[config.mk]
export PLATFORM = sky130hd
export DESIGN_NAME = memDecodeStage
export DESIGN_NICKNAME = d
export VERILOG_FILES = /design/src/mipsIsaPkg.sv /design/src/memDecodeStage.sv
export SDC_FILE = /design/constraint.sdc
export NUM_CORES = 1
export LEC_CHECK = 0
export ABC_AREA = 0
export BUFFER_PORTS_ARGS = -buffer_cell sky130_fd_sc_hd__buf_2
export CORE_ASPECT_RATIO = 1.5
export CORE_MARGIN = 8
export CORE_UTILIZATION = 41
export DETAILED_ROUTE_END_ITERATION = 10
export PLACE_DENSITY = 0.74
export RECOVER_POWER = 100
export SYNTH_ARGS = -nofsm -noshare
export SYNTH_HDL_FRONTEND = slang
export SYNTH_SLANG_ARGS = --single-unit
[constraint.sdc]
create_clock -name Clk -period 0.8 [get_ports Clk]
set_clock_uncertainty 0.05 [all_clocks]
set_input_delay 0.08 -clock Clk [delete_from_list [all_inputs] [get_ports Clk]]
set_output_delay 0.08 -clock Clk [all_outputs]
set_load 0.03 [all_outputs]
[src/mipsIsaPkg.sv]
package mipsIsaPkg;

  ////////////////////////////////////////////////////////////////////////////
  // Instruction word layout
  ////////////////////////////////////////////////////////////////////////////

  localparam int instWidth   = 32;
  localparam int regIdxWidth = 5;
  localparam int opWidth     = 6;
  localparam int immWidth    = 16;

  // Bit positions inside the 32-bit I-type word
  localparam int opcodeMsb = 31;
  localparam int opcodeLsb = 26;
  localparam int rsMsb     = 25;
  localparam int rsLsb     = 21;
  localparam int rtMsb     = 20;
  localparam int rtLsb     = 16;
  localparam int immMsb    = 15;
  localparam int immLsb    = 0;

  ////////////////////////////////////////////////////////////////////////////
  // Memory opcodes
  ////////////////////////////////////////////////////////////////////////////

  // Loads
  localparam logic [opWidth-1:0] opLb  = 6'h20;
  localparam logic [opWidth-1:0] opLh  = 6'h21;
  localparam logic [opWidth-1:0] opLw  = 6'h23;
  localparam logic [opWidth-1:0] opLbu = 6'h24;
  localparam logic [opWidth-1:0] opLhu = 6'h25;

  // Stores
  localparam logic [opWidth-1:0] opSb  = 6'h28;
  localparam logic [opWidth-1:0] opSh  = 6'h29;
  localparam logic [opWidth-1:0] opSw  = 6'h2B;

  // Access width codes, shared by load and store paths
  // Code 11 is never produced
  localparam logic [1:0] widthWord = 2'b00;
  localparam logic [1:0] widthHalf = 2'b01;
  localparam logic [1:0] widthByte = 2'b10;

endpackage

[src/memDecodeStage.sv]
`timescale 1ns/1ps

module memDecodeStage
  import mipsIsaPkg::*;
(
  input  logic                   Clk,
  input  logic                   rstN,
  input  logic                   instValid,
  input  logic [instWidth-1:0]   instWord,
  input  logic [31:0]            baseValue,
  input  logic [31:0]            storeValue,
  output logic                   dValid,
  output logic                   dIsStore,
  output logic                   dIsLoad,
  output logic                   dUnsigned,
  output logic [1:0]             dWidth,
  output logic [31:0]            dAddr,
  output logic [31:0]            dStoreValue,
  output logic [regIdxWidth-1:0] dReg
);

  logic [opWidth-1:0]  opcode;
  logic [immWidth-1:0] offset;
  logic [31:0]         effAddr;
  logic                nextIsLoad;
  logic                nextIsStore;
  logic                nextUnsigned;
  logic [1:0]          nextWidth;

  assign opcode = instWord[opcodeMsb:opcodeLsb];
  assign offset = instWord[immMsb:immLsb];

  // Base plus sign-extended 16-bit offset
  assign effAddr = baseValue + {{(32-immWidth){offset[immWidth-1]}}, offset};

  ////////////////////////////////////////////////////////////////////////////
  // Opcode decode
  ////////////////////////////////////////////////////////////////////////////

  always_comb begin
    nextIsLoad  = 1'b0;
    nextIsStore = 1'b0;
    // Anything outside the eight memory opcodes leaves both flags low
    case (opcode)
      opLb, opLh, opLw, opLbu, opLhu: nextIsLoad = 1'b1;
      opSb, opSh, opSw:               nextIsStore = 1'b1;
      default: ;
    endcase

    case (opcode)
      opLb, opLbu, opSb: nextWidth = widthByte;
      opLh, opLhu, opSh: nextWidth = widthHalf;
      default:           nextWidth = widthWord;
    endcase

    // Only LBU and LHU zero-extend
    nextUnsigned = (opcode == opLbu) || (opcode == opLhu);
  end

  ////////////////////////////////////////////////////////////////////////////
  // Stage register
  ////////////////////////////////////////////////////////////////////////////

  // Control flags
  always_ff @(posedge Clk or negedge rstN) begin
    if (!rstN) begin
      dValid   <= 1'b0;
      dIsLoad  <= 1'b0;
      dIsStore <= 1'b0;
    end else begin
      dValid   <= instValid;
      dIsLoad  <= instValid & nextIsLoad;
      dIsStore <= instValid & nextIsStore;
    end
  end

  // Payload, only meaningful alongside the flags above
  always_ff @(posedge Clk) begin
    dWidth      <= nextWidth;
    dUnsigned   <= nextUnsigned;
    dAddr       <= effAddr;
    dStoreValue <= storeValue;
    dReg        <= instWord[rtMsb:rtLsb];
  end

  // Halfword needs bit 0 clear, word needs both low bits clear
  alignedAccess: assert property (@(posedge Clk) disable iff (!rstN)
    (dValid && (dIsLoad || dIsStore)) |->
      ((dWidth != widthHalf) || !dAddr[0]) &&
      ((dWidth != widthWord) || (dAddr[1:0] == 2'b00)));

endmodule

==> results of run 1 <==
## registers in the layout (all words and copies together) (netlist names)
signal,flops
dIsLoad,1
dReg,5
dIsStore,1
dStoreValue,32
dValid,1
dWidth,2
dUnsigned,1
dAddr,32
## power by group
part / leakage [nW] / internal, mW / total [mW] / switching (mW)
combinational: 2.63 / 3.07 / 6.66 / 3.60
sequential: 0.648 / 4.32 / 4.64 / 0.321
clock: 0.138 / 2.19 / 4.21 / 2.02
## worst max-delay path, delay by kind of cell
| kind | cells | cell delay, ns |
|---|---|---|
| compound gates | 1 | 0.18 |
| fa+ha+maj | 1 | 0.17 |
| buf+inv | 2 | 0.29 |
| mux | 1 | 0.24 |
| simple gates | 4 | 1.33 |
## cell type report
type / count / area [um^2]
well taps: 105 / 131.4
multi-input cells: 249 / 2599
fillers: 250 / 511.7
clock inverters: 7 / 68.82
repair buffers: 340 / 2874
inverters: 10 / 37.54
diodes: 1 / 2.502
flip-flops and latches: 75 / 1608
clock buffers: 9 / 225.2
## kinds of logic (layout without fill, tap and decap cells)
logic type,Yosys count,in the layout,synth area share [%]
AO/OA/AOI/OAI,105,105,21.26
XOR/XNOR,30,30,7.723
adder cells (fa/ha/maj),32,32,11.99
buffers and inverters,18,366,2.023
flip-flops,75,75,44.58
multiplexers,1,1,0.2942
other,0,1,0
AND/OR/NAND/NOR,81,81,12.14
## stage by stage
step	setup WS (ns)	hold slack, ns	total power, mW	TNS (ns)	cell area, um^2
after floorplan	-1.108	-0.2656	6.942	-19.72	3766
after global placement	-1.386	-0.1773	8.571	-31.43	5445
after detailed placement	-1.405	-0.1741	8.656	-32.16	5445
after CTS	-0.9188	-0.1363	14.10	-29.32	7251
after global routing	-1.340	-0.08941	15.72	-39.95	7546
final	-1.317	-0.09998	15.51	-38.51	7546
## cells in the final DEF (no fill, tap or decap), types with 4 or more instances in the layout
master,instances
a211oi_1,4
a211oi_2,4
a21o_1,11
a21oi_1,9
a21oi_2,9
a21oi_4,6
buf_2,78
buf_4,106
buf_6,101
clkbuf_1,8
clkbuf_16,9
dfxtp_2,70
dlygate4sd3_1,41
ha_1,8
ha_4,23
inv_1,10
nand2_1,14
nand2_2,4
nand4_1,7
nor2_1,11
nor2_4,4
nor3_1,6
o211ai_1,4
o21ai_0,8
o21ai_2,7
xnor2_1,11
xnor2_2,4
xor2_1,14
## final timing paths
kind | from | endpoint | slack (ns) | cells after the start
worst max-delay path | instWord[15] | dAddr[30] | -1.32 | 9
worst min-delay path | instWord[26] | dWidth[1] | -0.1 | 2
max in group asynchronous | rstN | dIsStore | 0.51 | 2
min in group asynchronous | rstN | dIsLoad | 0.04 | 2
## per-layer routing
metal / share of wire [%] / up-vias / track usage (%)
li1: - / 1950 / -
met1: 29 / 2359 / 27.91
met2: 48 / 578 / 60.74
met3: 12 / 242 / 10.61
met4: 11 / 0 / 26.08
met5: 0 / - / 0
## Yosys cell counts (2+ instances only)
master / number
a2111oi_0: 3
a211o_1: 3
a211oi_1: 8
a21boi_0: 2
a21o_1: 11
a21oi_1: 24
a22oi_1: 2
a31oi_1: 3
and2_1: 2
and3_1: 5
clkbuf_1: 7
dfrtp_1: 3
dfxtp_1: 72
ha_1: 31
inv_1: 10
nand2_1: 20
nand2b_1: 2
nand3_1: 5
nand3b_1: 2
nand4_1: 7
nor2_1: 18
nor3_1: 9
nor3b_1: 2
o211ai_1: 4
o21a_1: 3
o21ai_0: 19
o21bai_1: 3
o31ai_1: 5
o41ai_1: 2
or2_2: 2
xnor2_1: 16
xor2_1: 14
## what timing repair did
action                     4_1_cts  5_1_grt
resized for setup              301       46
hold buffers                    42        2
setup buffers                   15       19
hold endpoints to repair        48        6
pin swaps                       35       35
setup endpoints to repair      105      110
cloned                           1        0
==> metrics.md, run 1 <==
| Metric | Value |
|---|---|
| Max_slew headroom | 60.36% |
| Share of layout cells above drive strength 1 | 70.14% |
| # Max-Cap Violations | 0 |
| Power per Cell Area | 2056 nW/um^2 |
| FFs w/ async S/R, synth | 4.000% |
| Post-DP HPWL | 9643 um |
| Vias per cell | 6.443 |
| Non-filler instance count after layout | 796 |
| Final Cycle Share | 264.6% |
| Top cell type's share of synthesized area | 42.37% |
| I/O pin cnt | 174 |
| Seq cells post-synth | 75 |
| Worst path max stage delay | 0.50 ns |
| Highest Clock Rate | 472.4 MHz |
| First-pass GRT wire length | 29080 um |
| Final Core Density | 93.65% |
| Cell taking the most area after synthesis | dfxtp_1 |
| Worst Path Required | 1.00 ns |
| Syn nets | 473 |
| Routed wire length | 24900 um |
| Total gr overflow | 0 |
| Outcome | finished, violations left |
| Leak Pwr | 3.416 nW |
| Worst min-delay path class | input pin to flop |
| Row count | 40 |
| Minimum clock period after layout | 2.117 ns |
| Die extent in x | 90.38 um |
| TritonCTS clock tree | built |
| Cell variety after synth | 55 |
| Most common cell on crit path | nor3_1 |
| RSZ-0062 raised after global routing | true |
| Crit start category | input pin |
| Placer Congestion | 0.8853 |
| Die height | 127.6 um |
| Number of flops mapped to enable cells by yosys | 0 |
| CP Data Arrival Time | 2.32 ns |
| Synthesized area | 3402 um^2 |
| Synth top area cells | dfxtp_1 42%, ha_1 11%, xnor2_1 4.1% |
| CTS clk-pin slew, worst paths | 0.06 ns |
| Synth Area per Inst | 9.947 um^2 |
| Final max-slew violation count | 0 |
| Starting Density | 42.22% |
| Layout Nets | 816 |
| Ys Warns | 0 |
| Vias in the first global route | 5141 |
| WS Path Type | input pin to flop |
| Placed cell count | 711 |
| Core Region | 8058 um^2 |
| Seq/Total Area, Yosys | 44.58% |
| Most common flop cell mapped by yosys | dfxtp_1 |
| Total track usage | 32.62% |
| Max Fanout on Critical Path | 7 |
| Final antenna-violating net count | 0 |
| CP max stage cell | nor3_1 |
| Max Root-Sink Buffers | 2 |
| Wirelength per Cell | 31.28 um |
| Vias | 5129 |
| Clock root cell | clkbuf_16 |
| Die area | 11530 um^2 |
| Num CTS Buffers | 9 |
| Cell count after synthesis | 342 |
| Hold Fails Final Rpt | 4 |
| Initial DRC count | 651 |
| Peak VDD IR | 2509 uV |
| Drt first pass iters | 8 |
| Pin count of the biggest net entering global routing | 17 |
| CP endpoint kind | flop |
| Crit path cell chain | buf_16 > buf_4 > ha_4 > nor3_1 > o21ai_1 > and2_4 > nor3_1 > nor3_2 > mux2i_1 |
| Violated checks | negative hold slack, negative setup slack |
| H-tree levels | 3 |
| Worst-Margin Slew | 0.5884 ns |
| Clock Sinks | 75 |
| Initial antenna violation count | 1 |
| P&R area growth vs syn | 121.8% |
| Hold WS | -0.09998 ns |
| Remaining DRCs | 0 |
| Final setup fails | 110 |
| Post-route setup slack | -1.317 ns |
| I/O Buffers | 168 |
No activity file was read; power rests on OpenSTA's default activity.
==> inputs of run 2 (changes only) <==
--- a/config.mk
+++ b/config.mk
@@ -7,7 +7,7 @@
 export LEC_CHECK = 0
 export ABC_AREA = 0
 export BUFFER_PORTS_ARGS = -buffer_cell sky130_fd_sc_hd__buf_2
-export CORE_ASPECT_RATIO = 1.5
+export CORE_ASPECT_RATIO = 1.4
 export CORE_MARGIN = 8
 export CORE_UTILIZATION = 41
 export DETAILED_ROUTE_END_ITERATION = 10
==> run 2 against run 1 <==
Net effect:
- the run still ends with negative hold slack, negative setup slack left
- non-clock buffer count decreased by 13
- fmax fell by 1.2%
- sequential power decreased by 0.9%
- combinational power shrank 8.1%
- first-iteration DRC count decreased by 49%
- clock power fell by 5.7%
- sequential cell count unchanged
- cell area shrank 2.3%
- setup slack worse by 0.025 ns
- via count shrank 11%
- core utilization is 2.7 points lower
- largest cell class unchanged
- largest power group unchanged
==> metrics.md, run 2 (synthesis results as in run 1) <==
| Metric | Value |
|---|---|
| Placer Congestion | 0.9010 (was 0.8853) |
| Final max-slew violation count | 0 (unchanged) |
| Switching Share | 35.58% (was 38.28%) |
| GRT busiest layer | met2 (unchanged) |
| Initial antenna violation count | 3 (was 1) |
| Commonest non-fill, non-tap cell in the layout | buf_4 (unchanged) |
| Max Fanout on Critical Path | 8 (was 7) |
| Fill count | 284 (was 250) |
| Die extent in x | 92.99 um (was 90.38 um) |
| Layout Nets | 803 (was 816) |
| # Max-Cap Violations | 0 (unchanged) |
| Worst hold path startpoint | instWord[26] (unchanged) |
| Sequential power share | 31.3% (was 29.9%) |
| Starting Density | 42.00% (was 42.22%) |
| CTS clk-pin slew, worst paths | 0.06 ns (about the same) |
| Post-DP HPWL | 10190 um (was 9643 um) |
| Largest regs | dAddr (32), dStoreValue (32), dReg (5) (unchanged) |
| Final antenna-violating net count | 0 (unchanged) |
| Final Cycle Share | 267.7% (was 264.6%) |
| Routed wire length | 20240 um (was 24900 um) |
| Final setup fails | 107 (was 110) |
| WHS Path Cells | 2 (unchanged) |
| Vias per cell | 5.868 (was 6.443) |
| GR Util met2 | 61.09% (was 60.74%) |
| H-tree levels | 3 (unchanged) |
| Pin count of the biggest net entering global routing | 15 (was 17) |
| Clock root cell | clkbuf_16 (unchanged) |
| RSZ-0062 raised after global routing | true (unchanged) |
| Vias | 4589 (was 5129) |
| Outcome | finished, violations left (unchanged) |
| Max_slew headroom | 56.91% (was 60.36%) |
| Max Root-Sink Buffers | 2 (unchanged) |
| Hold Fails Final Rpt | 4 (unchanged) |
| CP Data Arrival Time | 2.34 ns (was 2.32 ns) |
| Drt first pass iters | 7 (was 8) |
| Crit start category | input pin (unchanged) |
| Most common cell on crit path | buf_12 (was nor3_1) |
| Die height | 123.8 um (was 127.6 um) |
| Die area | 11510 um^2 (was 11530 um^2) |
| Total gr overflow | 0 (unchanged) |
| P&R area growth vs syn | 116.6% (was 121.8%) |
| TritonCTS clock tree | built (unchanged) |
| Highest Clock Rate | 466.9 MHz (was 472.4 MHz) |
| Worst Path Required | 1.00 ns (about the same) |
| I/O pin cnt | 174 (unchanged) |
| Num CTS Buffers | 9 (unchanged) |
| Power per Cell Area | 1993 nW/um^2 (was 2056 nW/um^2) |
| CP endpoint kind | flop (unchanged) |
| CP max stage cell | a221o_2 (was nor3_1) |
| Worst min-delay path class | input pin to flop (unchanged) |
| Violated checks | negative hold slack, negative setup slack (unchanged) |
| Remaining DRCs | 0 (unchanged) |
| Vias in the first global route | 4923 (was 5141) |
| Initial DRC count | 331 (was 651) |
| Met1 usage | 24.27% (was 27.91%) |
| Hold WS | -0.08704 ns (was -0.09998 ns) |
| Final Core Density | 90.98% (was 93.65%) |
| WS Path Type | input pin to flop (unchanged) |
| Pint | 9.464 mW (was 9.574 mW) |
| Hold EP | dWidth[1] (unchanged) |
| Clock Power Share | 27.1% (about the same) |
| Most frequent cells in the layout | 100 x buf_4, 97 x buf_6, 78 x buf_2, 70 x dfxtp_2, 40 x dlygate4sd3_1 (was 106 x buf_4, 101 x buf_6, 78 x buf_2, 70 x dfxtp_2, 41 x dlygate4sd3_1) |
| Minimum clock period after layout | 2.142 ns (was 2.117 ns) |
| Total track usage | 30.16% (was 32.62%) |
| Row count | 39 (was 40) |
| Worst-Margin Slew | 0.6300 ns (was 0.5884 ns) |
| Wirelength per Cell | 25.88 um (was 31.28 um) |
| Crit path cell chain | buf_12 > buf_12 > ha_4 > nor3_1 > o21ai_1 > and2_1 > a221o_2 > buf_4 > a21boi_2 > xnor2_1 (was buf_16 > buf_4 > ha_4 > nor3_1 > o21ai_1 > and2_4 > nor3_1 > nor3_2 > mux2i_1) |
| First-pass GRT wire length | 26160 um (was 29080 um) |
| Met3 usage in global routing | 7.419% (was 10.61%) |
| Largest delay contributor family on the critical path | compound AO/OA/AOI/OAI gates (was simple AND/OR/NAND/NOR gates) |
| Setup_tns | -33.73 ns (was -38.51 ns) |
| I/O Buffers | 168 (unchanged) |
| Peak VDD IR | 1525 uV (was 2509 uV) |
| Psw | 5.227 mW (was 5.937 mW) |
| Gate power share | 41.6% (was 42.9%) |
| Leak Pwr | 3.311 nW (was 3.416 nW) |
| Post-route setup slack | -1.342 ns (was -1.317 ns) |
| Clock Sinks | 75 (unchanged) |
| Worst path max stage delay | 0.47 ns (was 0.50 ns) |
| WP buf/inv | 3 (was 2) |
| Share of layout cells above drive strength 1 | 69.13% (was 70.14%) |
| Core Region | 8100 um^2 (was 8058 um^2) |
[run 2: per-layer routing]
layer,part of all wire [%],routed length [um],vias up
met3,7.1,1440,148
met4,8.1,1630,2
met5,0.054,11,-
li1,-,-,1928
met1,30,5989,2153
met2,55,11170,358
[run 2: worst max path at each step]
| stage | from | to | slack (ns) | cells after the start |
|---|---|---|---|---|
| after floorplan | instWord[0] | dAddr[28] | -1.11 | 8 |
| after global placement | instWord[0] | dAddr[28] | -1.34 | 9 |
| after detailed placement | instWord[15] | dAddr[29] | -1.40 | 10 |
| after CTS | instWord[0] | dAddr[28] | -1.07 | 9 |
| after global routing | instWord[15] | dAddr[22] | -1.28 | 10 |
| final | instWord[15] | dAddr[22] | -1.34 | 10 |
[run 2: final cells by class]
type,instances,area [um^2],share of cell area (%)
antenna,3,7.507,0.1019
clock buffer,10,239.0,3.243
clock inverter,6,47.55,0.6452
inverter,10,37.54,0.5093
multi-input combinational,249,2580,35.01
sequential,75,1608,21.82
tap,102,127.6,1.732
timing repair buffer,327,2723,36.94
[run 2: power by group through the flow]
stage	clock network (mW)	logic, mW	registers, mW
2_1_floorplan	0	1.54	5.40
6_report	3.97	6.12	4.60
5_1_grt	4.13	6.32	4.63
4_1_cts	3.91	5.37	4.56
3_3_place_gp	0	4.14	4.41
3_5_place_dp	0	4.23	4.43
[run 2: metrics by stage]
step | cells | hold slack (ns) | area [um^2] | total power, mW | setup WS [ns]
after floorplan | 342 | -0.2656 | 3766 | 6.942 | -1.108
after global placement | 699 | -0.1745 | 5374 | 8.550 | -1.343
after detailed placement | 699 | -0.1661 | 5374 | 8.655 | -1.397
after CTS | 766 | -0.1347 | 7047 | 13.85 | -1.075
after global routing | 781 | -0.1035 | 7367 | 15.08 | -1.278
final | 782 | -0.08704 | 7370 | 14.69 | -1.342
[run 2: repair_timing]
action / CTS / global route
endpoints found under the setup margin: 103 / 110
hold buffers: 41 / 1
buffers inserted: 10 / 15
hold endpoints to repair: 47 / 5
resized for setup: 283 / 54
pin swaps: 37 / 42
