### config.mk
export PLATFORM = sky130hd
export DESIGN_NAME = loadExtractStage
export DESIGN_NICKNAME = d
export VERILOG_FILES = /design/src/lsuMemPkg.sv /design/src/mipsIsaPkg.sv /design/src/loadExtractStage.sv
export SDC_FILE = /design/constraint.sdc
export NUM_CORES = 1
export LEC_CHECK = 0
export BUFFER_PORTS_ARGS = -buffer_cell sky130_fd_sc_hd__buf_2
export CORE_MARGIN = 8
export CORE_UTILIZATION = 26
export CTS_CLUSTER_DIAMETER = 30
export CTS_CLUSTER_SIZE = 16
export DETAILED_ROUTE_END_ITERATION = 10
export GPL_ROUTABILITY_DRIVEN = 0
export GPL_TIMING_DRIVEN = 0
export PLACE_DENSITY_LB_ADDON = 0.25
export SLEW_MARGIN = 5
export SYNTH_ARGS = -nofsm -noshare
export SYNTH_HDL_FRONTEND = slang
export SYNTH_SLANG_ARGS = --single-unit
### constraint.sdc
create_clock -name Clk -period 0.8 [get_ports Clk]
set_input_delay 0 -clock Clk [delete_from_list [all_inputs] [get_ports Clk]]
set_output_delay 0 -clock Clk [all_outputs]
set_load 0.02 [all_outputs]
### src/lsuMemPkg.sv
package lsuMemPkg;

  ////////////////////////////////////////////////////////////////////////////
  // Data memory geometry
  ////////////////////////////////////////////////////////////////////////////

  localparam int dataWidth    = 32;
  localparam int byteWidth    = 8;
  localparam int halfWidth    = 16;

  // 256 words, indexed by address bits [9:2]
  localparam int memDepth     = 256;
  localparam int memIdxWidth  = 8;

  // One enable per byte lane
  localparam int byteEnWidth  = dataWidth / byteWidth;

  // Byte lane within a word, address bits [1:0]
  localparam int laneSelWidth = 2;

  ////////////////////////////////////////////////////////////////////////////
  // Memory word views
  ////////////////////////////////////////////////////////////////////////////

  // Same 32 bits, seen as a word, as byte lanes or as halfwords
  // bytes[0] and halves[0] are the low end of the word
  typedef union packed {
    logic [dataWidth-1:0]                              word;
    logic [byteEnWidth-1:0][byteWidth-1:0]             bytes;
    logic [dataWidth/halfWidth-1:0][halfWidth-1:0]     halves;
  } memWord_u;

endpackage

### src/mipsIsaPkg.sv
package mipsIsaPkg;

  ////////////////////////////////////////////////////////////////////////////
  // Instruction word layout
  ////////////////////////////////////////////////////////////////////////////

  localparam int instWidth   = 32;
  localparam int regIdxWidth = 5;
  localparam int opWidth     = 6;
  localparam int immWidth    = 16;

  // Bit positions inside the 32-bit I-type word
  localparam int opcodeMsb = 31;
  localparam int opcodeLsb = 26;
  localparam int rsMsb     = 25;
  localparam int rsLsb     = 21;
  localparam int rtMsb     = 20;
  localparam int rtLsb     = 16;
  localparam int immMsb    = 15;
  localparam int immLsb    = 0;

  ////////////////////////////////////////////////////////////////////////////
  // Memory opcodes
  ////////////////////////////////////////////////////////////////////////////

  // Loads
  localparam logic [opWidth-1:0] opLb  = 6'h20;
  localparam logic [opWidth-1:0] opLh  = 6'h21;
  localparam logic [opWidth-1:0] opLw  = 6'h23;
  localparam logic [opWidth-1:0] opLbu = 6'h24;
  localparam logic [opWidth-1:0] opLhu = 6'h25;

  // Stores
  localparam logic [opWidth-1:0] opSb  = 6'h28;
  localparam logic [opWidth-1:0] opSh  = 6'h29;
  localparam logic [opWidth-1:0] opSw  = 6'h2B;

  // Access width codes, shared by load and store paths
  // Code 11 is never produced
  localparam logic [1:0] widthWord = 2'b00;
  localparam logic [1:0] widthHalf = 2'b01;
  localparam logic [1:0] widthByte = 2'b10;

endpackage

### src/loadExtractStage.sv
`timescale 1ns/1ps

module loadExtractStage
  import mipsIsaPkg::*;
  import lsuMemPkg::*;
(
  input  logic                    Clk,
  input  logic                    rstN,
  input  logic                    aValid,
  input  logic                    aUnsigned,
  input  logic [1:0]              aWidth,
  input  logic [laneSelWidth-1:0] aLane,
  input  logic [regIdxWidth-1:0]  aReg,
  input  memWord_u                aReadWord,
  output logic                    loadValid,
  output logic [dataWidth-1:0]    loadData,
  output logic [regIdxWidth-1:0]  loadReg
);

  logic [byteWidth-1:0] laneByte;
  logic [halfWidth-1:0] laneHalf;
  logic                 byteFill;
  logic                 halfFill;
  logic [dataWidth-1:0] extended;

  ////////////////////////////////////////////////////////////////////////////
  // Lane select and extension
  ////////////////////////////////////////////////////////////////////////////

  // Byte by full lane, half by lane bit 1
  assign laneByte = aReadWord.bytes[aLane];
  assign laneHalf = aReadWord.halves[aLane[1]];

  // Fill bit is the sign bit, or zero for LBU/LHU
  assign byteFill = laneByte[byteWidth-1] & ~aUnsigned;
  assign halfFill = laneHalf[halfWidth-1] & ~aUnsigned;

  always_comb begin
    case (aWidth)
      widthByte: extended = {{(dataWidth-byteWidth){byteFill}}, laneByte};
      widthHalf: extended = {{(dataWidth-halfWidth){halfFill}}, laneHalf};
      // word goes through untouched
      default:   extended = aReadWord.word;
    endcase
  end

  ////////////////////////////////////////////////////////////////////////////
  // Result register
  ////////////////////////////////////////////////////////////////////////////

  always_ff @(posedge Clk or negedge rstN) begin
    if (!rstN) begin
      loadValid <= 1'b0;
    end else begin
      loadValid <= aValid;
    end
  end

  always_ff @(posedge Clk) begin
    loadData <= extended;
    loadReg  <= aReg;
  end

  // Width code 11 must never reach a live load
  knownWidth: assert property (@(posedge Clk) disable iff (!rstN)
    aValid |-> (aWidth != 2'b11));

endmodule

==> results of run 1 <==
## metrics by stage
stage / util [%] / setup TNS (ns) / hold WS (ns) / setup slack, ns / cell area, um2
CTS: 48.8 / -0.773 / 0.0608 / -0.0513 / 2660
floorplan: - / -8.95 / -0.296 / -0.331 / 1540
detailed placement: 37.4 / -19.38 / -0.222 / -0.700 / 2030
finish: 50.5 / -1.13 / 0.0774 / -0.0597 / 2750
global placement: 37.4 / -19.10 / -0.226 / -0.704 / 2030
global route: 50.5 / -1.96 / 0.0807 / -0.0783 / 2750
## layout by cell type (no fill, tap or decap), drive strengths merged
master	n
nand2	33
dlygate4sd3	40
a22oi	1
o2bb2ai	8
a32oi	8
clkbuf	9
ha	2
clkinvlp	1
a211o	1
nor2b	8
or2	3
buf	91
o21ai	1
a21oi	14
inv	3
dfxtp	37
dfrtp	1
mux2	10
and2	1
clkinv	1
a21o	1
## report_power, final
part | switching, mW | internal, mW | total (mW)
combinational | 0.761 | 0.705 | 1.47
clock | 0.661 | 0.692 | 1.35
sequential | 0.0565 | 2.10 | 2.15
## state kept, by name, indices dropped and copies added, names as in the netlist
name / count
loadData: 32
loadReg: 5
loadValid: 1
## final timing paths
check / cells past startpoint / slack (ns) / startpoint / end
setup / recovery: 7 / -0.06 / aWidth[0] / loadData[2]$_DFF_P_
hold / removal: 3 / 0.08 / aReadWord[17] / loadData[1]$_DFF_P_
max in group asynchronous: 3 / 0.15 / rstN / loadValid$_DFF_PN0_
min in group asynchronous: 3 / 0.56 / rstN / loadValid$_DFF_PN0_
## timing repair
item | in CTS | in global routing
gates cloned | 2 | 0
resized for setup | 36 | 28
setup buffers | 4 | 0
pin swaps | 13 | 3
hold endpoints to repair | 39 | 0
hold buffers | 40 | 0
endpoints found under the setup margin | 33 | 47
## per-layer routing
layer / routed length (um) / vias to the layer above / part of all wire (%) / global-route usage [%]
li1: - / 747 / - / -
met1: 2100 / 696 / 40 / 13.4
met2: 2710 / 51 / 52 / 22.7
met3: 332 / 8 / 6.4 / 4.24
met4: 81 / 0 / 1.6 / 4.72
met5: 0 / - / 0 / 0
## cells by family (layout without fill, tap and decap cells)
kind of cell             after synthesis  count (layout)  share of synthesized area, %
AND/OR/NAND/NOR                       44              45                          13.3
flip-flops                            38              38                          53.0
AO/OA/AOI/OAI                         34              34                          17.5
buffers and inverters                 15             145                          6.33
multiplexers                          10              10                          8.06
adder cells (fa/ha/maj)                2               2                          1.73
## worst max-delay path: cells and delay by family
kind,cells,cell delay (ns)
and+or+nand+nor,2,0.40
AOI/OAI and AO/OA,2,0.39
buffers and inverters,2,0.12
adders and majority gates,1,0.14
## cell type report
class,instances,area [um2],share of cell area [%]
tap,72,90.1,3.28
timing repair buffer,126,917,33.4
multi-input combinational,91,786,28.6
buffer,8,72.6,2.64
sequential,38,767,27.9
clock buffer,6,82.6,3.00
inverter,3,21.3,0.774
clock inverter,2,12.5,0.455
==> results by group, run 1 <==
Layout
  • Filler cells: just over 500
  • Antenna diodes: 0
  • Number of nets in the layout: 320
  • P&R area growth vs syn: 90.4%
  • Layout cells sized above 1: between 50 and 60%
  • Post-Layout Cell Count: ~350

Timing
  • Hold Fails Final Rpt: 0
  • Final Max Slew Viols: 0
  • Tcrit/Tclk final: 107%
  • RSZ-0062 raised after global routing: yes
  • Relative slew slack: between 80% and 90%
  • Final Setup Violations: 32
  • Fin crit period: 0.860 ns
  • Final worst slack: -0.0597 ns
  • Least-Margin Pin Slew: about 0.23 ns
  • F_max: between 1 and 1.5 GHz

Yosys
  • Area leader, netlist: dfxtp_1
  • Mapped Area: 1440 um2
  • Post-synthesis net count: 190
  • Ys flop type: dfxtp_1
  • EDFF count, synth: 0
  • Seq/Total Area, Yosys: between 50 and 60%
  • Yosys warns: 0
  • Most instantiated cells after synthesis: dfxtp_1 (37), nand2_1 (33), a21oi_1 (14)
  • Cell count after synthesis: between 100 and 150
  • Synth Register Bits: 38
  • Post-synth top area share: between 50% and 60%
  • Top-count cell post-synth: dfxtp_1
  • Synth cell types: 21
  • Ranking of synthesized cells by area: dfxtp_1 (51%), nand2_1 (8.6%), mux2_2 (7.0%)
  • Synthesized area per cell: between 10 and 15 um2
  • Post-synthesis async set-or-reset flop share: approximately 2.6%

Routing
  • Routed WL: 5.22 mm
  • Initial DRC count: 38
  • Routed via count: approximately 1500
  • Post-route ant nets: 0
  • Routed len/inst: ~15 um
  • Remaining DRCs: 0
  • Drt first pass iters: 4
  • Via density: roughly 4.3

Clock network
  • TritonCTS buffer count: 5
  • Worst-path clk slew: ~0.08 ns
  • CTS tree: done
  • CTS H-tree depth: 2
  • Clock Sinks: 38
  • Clk buf depth: 2
  • CTS Root Cell: clkbuf_8

Pwr
  • Power Dens Cells: roughly 1800 nW/um2
  • Final Total Pwr: 4.97 mW
  • Leak: about 1.3 nW
  • VDD IR max: approximately 0.9 mV

Placed design
  • Count of port buffers added during placement: 81
  • Final HPWL DP: 3.70 mm
  • Inst Count DP: approximately 300

Worst setup path
  • CP Max Fanout: 8
  • CP max stage cell: or2_4
  • Startpoint types: input pin
  • Crit path DAT: roughly 1.1 ns
  • CP endpoint kind: flop
  • Worst EP required: just under 1 ns
  • Worst stage delay on the critical path: 0.27 ns
  • Crit-path cells: buf_8, inv_8, ha_4, nor2b_4, or2_4, a21o_4, o2bb2ai_2
  • Critical path class: in2reg

Floorplanning
  • Die area: around 8200 um2
  • FP Rows: 27
  • I/O Pins: 83
  • Die X: roughly 91 um
  • Starting Density: roughly a quarter
  • Core box area: roughly 5400 um2
  • Die height: between 90 and 100 um

Worst hold path
  • Hold Crit Class: in2reg

Global route
  • Vias in the first global route: approximately 1700
  • First-pass GRT wire length: between 8 and 9 mm
  • Initial antenna violation count: 0
  • Gr usage total: about an eighth
  • Largest net degree at the start of global routing: 13
  • GR Overflow Total: 0

Flow run
  • Maximum capacitance violations: 0

Outcome
  • Outcome: finished, violations left
  • Failing checks: negative setup slack
No activity file was read; power rests on OpenSTA's default activity.
==> inputs of run 2 (changes only) <==
--- a/config.mk
+++ b/config.mk
@@ -14,6 +14,7 @@
 export GPL_ROUTABILITY_DRIVEN = 0
 export GPL_TIMING_DRIVEN = 0
 export PLACE_DENSITY_LB_ADDON = 0.25
+export REMOVE_ABC_BUFFERS = 1
 export SLEW_MARGIN = 5
 export SYNTH_ARGS = -nofsm -noshare
 export SYNTH_HDL_FRONTEND = slang
==> run 2 against run 1 <==
Effect of this change:
- the run still ends with negative setup slack left
- cell count down 1.4%
- global-route usage hardly changed
- total power down 1.9%
- critical path depth increased by 1
- critical endpoint is now loadData[24]$_DFF_P_
- combinational power fell by 7%
- core utilization fell by 2.7 points
- first-iteration DRC count shrank 7.9%
- sequential power is essentially flat
- largest cell class unchanged
- die area unchanged
- worst setup slack lost 0.046 ns
==> results by group, run 2 (synthesized netlist as in run 1, its figures left out) <==
Placed design
  • Count of port buffers added during placement: 82
  • Post-DP Area: around 1900 um2
  • Inst Count DP: between 200 and 300
  • Final HPWL DP: 3.26 mm

Worst setup path
  • Worst setup path startpoint: aWidth[0]
  • Worst stage delay on the critical path: 0.38 ns
  • CP endpoint kind: flop
  • Startpoint types: input pin
  • Critical path class: in2reg
  • Crit-path cells: buf_8, inv_4, ha_4, nor2b_4, a22oi_2, buf_4, a211o_4, nand2_1
  • Worst EP required: 1.03 ns
  • Crit path DAT: around 1.1 ns
  • CP Max Fanout: 8
  • CP max stage cell: a211o_4

Flow run
  • Maximum capacitance violations: 0

Global route
  • Gr usage total: around an eighth
  • Vias in the first global route: 1656
  • Initial antenna violation count: 0
  • Largest net degree at the start of global routing: 43
  • First-pass GRT wire length: between 8 and 9 mm
  • GR Overflow Total: 0

Clock network
  • CTS tree: done
  • Clk buf depth: 2
  • CTS Root Cell: clkbuf_8
  • Clock Sinks: 38
  • Worst-path clk slew: roughly 0.07 ns
  • TritonCTS buffer count: 5
  • CTS H-tree depth: 2

Layout
  • Layout Utilization: a little under half
  • P&R area growth vs syn: 80.2%
  • Largest regs: loadData (32), loadReg (5), loadValid (1)
  • Post-Layout Cell Count: 341
  • Filler cells: 500
  • Number of nets in the layout: around 320
  • Most frequent cells in the layout: buf_2 (66), dlygate4sd3_1 (40), dfxtp_1 (36), nand2_1 (30), buf_4 (17)
  • Most common cell after layout, fill and taps aside: buf_2
  • Antenna diodes: 0
  • Layout cells sized above 1: about half
  • Design area: ~2600 um2
  • Number of flip-flops in the largest register: 32
  • Top reg by flops: loadData

Timing
  • RSZ-0062 raised after global routing: yes
  • Tcrit/Tclk final: 113%
  • Least-Margin Pin Slew: roughly 0.44 ns
  • Relative slew slack: ~70%
  • Final worst slack: -0.106 ns
  • Final Max Slew Viols: 0
  • Hold Fails Final Rpt: 0
  • Fin crit period: 0.906 ns
  • F_max: between 1 and 1.5 GHz
  • Final Setup Violations: 32

Pwr
  • Power Dens Cells: roughly 1900 nW/um2
  • Leak: around 1.2 nW
  • VDD IR max: 1.25 mV
  • Final Total Pwr: approximately 4.9 mW

Worst hold path
  • Hold path cells: 3
  • Hold Startpoint: aReadWord[20]
  • Hold Crit Class: in2reg
  • End of the worst hold path: loadData[4]$_DFF_P_

Floorplanning
  • FP Rows: 27
  • Die X: 90.5 um
  • Starting Density: a little over a quarter
  • Die height: ~90 um
  • I/O Pins: 83
  • Core box area: between 5000 and 6000 um2
  • Die area: about 8200 um2

Routing
  • Routed len/inst: about 15 um
  • Drt first pass iters: 4
  • Routed via count: 1485
  • Initial DRC count: 35
  • Via density: between 4 and 5
  • Routed WL: 5.12 mm
  • Remaining DRCs: 0
  • Post-route ant nets: 0

Outcome
  • Outcome: finished, violations left
  • Failing checks: negative setup slack
run 2: changes by cell type in the layout (fill, tap and decap cells not counted), moves of 2 or more:
cell	before	now
or2_4	1	3
a32oi_1	3	7
o2bb2ai_2	6	1
clkbuf_2	2	0
nand2_1	20	30
buf_6	5	2
o2bb2ai_1	2	7
a32oi_2	5	1
nand2_4	2	0
nand2_2	11	3
run 2: metal layers:
metal / vias up / share of wire [%] / track usage [%]
met5: - / 0 / 0
met4: 0 / 1.1 / 4.16
met3: 8 / 8.5 / 5.57
met2: 57 / 49 / 22.2
met1: 674 / 41 / 13.3
li1: 746 / - / -
run 2: where the power goes:
group / leakage, nW / internal (mW) / total [mW] / switching [mW]
clock network: 0.0482 / 0.696 / 1.37 / 0.678
logic: 0.863 / 0.650 / 1.37 / 0.717
registers: 0.322 / 2.10 / 2.14 / 0.0460
run 2: stage by stage:
step                      TNS (ns)  setup slack (ns)  hold WS, ns
after floorplan             -14.91            -0.564       -0.296
after global routing         -3.75            -0.136       0.0671
after detailed placement    -31.11             -1.04       -0.225
after CTS                    -2.08           -0.0855       0.0684
after global placement      -31.22             -1.04       -0.226
final                        -2.58            -0.106       0.0688
run 2: cell type report:
cell class | count | area, um2 | area share, %
clock buffers | 7 | 86.3 | 3.32
clock inverters | 1 | 5.00 | 0.192
inverters | 3 | 13.8 | 0.529
multi-input cells | 92 | 716 | 27.5
flip-flops and latches | 38 | 767 | 29.5
well taps | 72 | 90.1 | 3.46
repair buffers | 128 | 923 | 35.5
run 2: how the worst max path moves through the flow:
stage	endpoint	slack (ns)	cells after the start
floorplan	loadData[15]$_DFF_P_	-0.56	3
global placement	loadData[0]$_DFF_P_	-1.04	5
detailed placement	loadData[7]$_DFF_P_	-1.04	5
CTS	loadData[15]$_DFF_P_	-0.09	6
global route	loadData[30]$_DFF_P_	-0.14	8
finish	loadData[24]$_DFF_P_	-0.11	8
run 2: what timing repair did:
item                                    4_1_cts  5_1_grt
pin swaps                                     9        6
endpoints found under the setup margin       33       45
gates resized for setup                      37       19
endpoints found under the hold margin        39        0
cloned                                        2        0
buffers inserted                              6        0
hold buffers                                 40        0
run 2: critical path: cells and delay by family:
family          cells  cell delay, ns
compound gates      2            0.46
simple gates        2            0.25
fa+ha+maj           1            0.12
buf+inv             3            0.30
==> inputs of run 3 (changes only) <==
==> constraint.sdc (replaced) <==
create_clock -name Clk -period 0.8 [get_ports Clk]
set_input_delay 0.16 -clock Clk [delete_from_list [all_inputs] [get_ports Clk]]
set_output_delay 0.16 -clock Clk [all_outputs]
set_load 0.02 [all_outputs]
==> run 3 against run 2 <==
Effect of this change:
- the run still ends with negative setup slack left
- hold slack worse by 0.0084 ns
- final area fell by 1.2%
- cell count shrank 9.1%
- critical path depth shrank 2
- worst setup slack lost 0.17 ns
- first-iteration DRC count is 8.6% higher
- maximum frequency decreased by 16%
- routed wire length shrank 2.5%
- non-clock buffer count fell by 31
- clock power is essentially flat
- total power up 4.3%
- combinational power is 8% higher
- critical path type unchanged
- largest cell class is now sequential cells
==> results by group, run 3 (synthesized netlist as in run 1, its figures left out) <==
Layout
  • Number of flip-flops in the largest register: 32
  • Number of nets in the layout: ~280
  • Layout Utilization: 47.3%
  • Most frequent cells in the layout: buf_2 (41), buf_6 (39), dfxtp_2 (35), nand2_1 (29)
  • Top reg by flops: loadData
  • Most common cell after layout, fill and taps aside: buf_2
  • Antenna diodes: 0
  • P&R area growth vs syn: 78.0%
  • Post-Layout Cell Count: 310
  • Layout cells sized above 1: between 70% and 80%
  • Largest regs: loadData (32), loadReg (5), loadValid (1)
  • Design area: roughly 2600 um2

Clock network
  • CTS tree: done
  • TritonCTS buffer count: 5
  • Clock Sinks: 38
  • Clk buf depth: 2
  • CTS H-tree depth: 2
  • CTS Root Cell: clkbuf_8
  • Worst-path clk slew: approximately 0.080 ns

Floorplanning
  • Starting Density: between 20% and 30%
  • Die X: approximately 90 um
  • Core box area: about 5400 um2
  • Die height: around 91 um
  • I/O Pins: 83
  • FP Rows: 27
  • Die area: between 8000 and 9000 um2

Worst setup path
  • Worst EP required: about 1 ns
  • Crit path DAT: ~1.3 ns
  • Critical path class: in2reg
  • CP endpoint kind: flop
  • CP Max Fanout: 3
  • Startpoint types: input pin

Worst hold path
  • End of the worst hold path: loadData[1]$_DFF_P_
  • Hold path cells: 2
  • Hold Startpoint: aReadWord[1]
  • Hold Crit Class: in2reg

Pwr
  • Leak: about 1.2 nW
  • Power Dens Cells: 1980 nW/um2
  • VDD IR max: between 1 and 1.5 mV

Timing
  • Final Setup Violations: 70
  • Hold slack final: between 0.06 and 0.07 ns
  • RSZ-0062 raised after global routing: yes
  • Fin crit period: approximately 1.1 ns
  • Hold Fails Final Rpt: 0
  • Tcrit/Tclk final: 134%
  • Final worst slack: -0.274 ns
  • Final Max Slew Viols: 0
  • Least-Margin Pin Slew: 0.479 ns
  • Relative slew slack: between 60% and 70%
  • F_max: 0.931 GHz

Routing
  • Drt first pass iters: 4
  • Routed WL: approximately 5 mm
  • Post-route ant nets: 0
  • Via density: approximately 4.4
  • Initial DRC count: 38
  • Remaining DRCs: 0
  • Routed via count: between 1000 and 1500
  • Routed len/inst: 16.1 um

Global route
  • GR Overflow Total: 0
  • Largest net degree at the start of global routing: between 40 and 50
  • First-pass GRT wire length: 7.71 mm
  • Gr usage total: about an eighth
  • Initial antenna violation count: 0
  • Vias in the first global route: roughly 1500

Placed design
  • Post-DP Area: about 1900 um2
  • Inst Count DP: around 290
  • Pre-CTS setup slack: -1.20 ns
  • Count of port buffers added during placement: 82
  • Final HPWL DP: between 3 and 4 mm

Outcome
  • Failing checks: negative setup slack
  • Outcome: finished, violations left

Flow run
  • Maximum capacitance violations: 0
[run 3: changes by cell type in the layout (fill, tap and decap cells not counted)]
cell / change
dfxtp_1: -34
o2bb2ai_2: +6
dlygate4sd3_1: -33
o2bb2ai_1: -6
clkbuf_4: -1
dfxtp_2: +34
nand2_1: -1
buf_6: +37
buf_2: -25
buf_4: -9
nand2_2: +1
[run 3: how the worst max path moves through the flow]
stage,start,to,slack [ns],cells past startpoint
floorplan,aWidth[0],loadData[15]$_DFF_P_,-0.72,3
global placement,aWidth[0],loadData[0]$_DFF_P_,-1.20,5
detailed placement,aWidth[0],loadData[7]$_DFF_P_,-1.20,5
CTS,aLane[1],loadData[15]$_DFF_P_,-0.25,6
global route,aWidth[0],loadData[17]$_DFF_P_,-0.30,8
finish,aLane[1],loadData[15]$_DFF_P_,-0.27,6
[run 3: per-stage QoR]
step / power (mW) / TNS [ns]
3_3_place_gp: 3.20 / -36.34
6_report: 5.09 / -11.48
5_1_grt: 5.34 / -13.50
3_5_place_dp: 3.21 / -36.23
4_1_cts: 5.07 / -11.11
2_1_floorplan: 2.77 / -20.03
[run 3: where the power goes]
part | internal [mW] | switching, mW
sequential | 2.14 | 0.0897
clock | 0.696 | 0.693
combinational | 0.759 | 0.717
[run 3: per-layer routing]
layer / vias up / share of wire (%) / GRT usage, % / routed length (um)
li1: 684 / - / - / -
met1: 626 / 40 / 12.4 / 1980
met2: 50 / 50 / 20.0 / 2480
met3: 8 / 9.4 / 6.15 / 467
met4: 0 / 1.1 / 4.16 / 57
met5: - / 0 / 0 / 0
[run 3: what timing repair did]
action / in CTS / in global routing
setup endpoints to repair: 70 / 70
cloned: 2 / 0
endpoints found under the hold margin: 7 / 0
setup buffers: 6 / 2
pin swaps: 9 / 8
resized for setup: 146 / 12
hold buffers: 7 / 0
[run 3: cell type report]
type | instances | area [um2]
clock buffers | 7 | 86.3
clock inverters | 1 | 5.00
fillers | 518 | 2870
inverters | 3 | 13.8
multi-input cells | 92 | 756
flip-flops and latches | 38 | 810
well taps | 72 | 90.1
repair buffers | 97 | 810
[run 3: worst max-delay path, cell delays in order]
cell and delay [ns]:
buf_12 0.10, mux2_4 0.30, a22oi_2 0.24, buf_4 0.15, o21ai_2 0.05, mux2_4 0.26
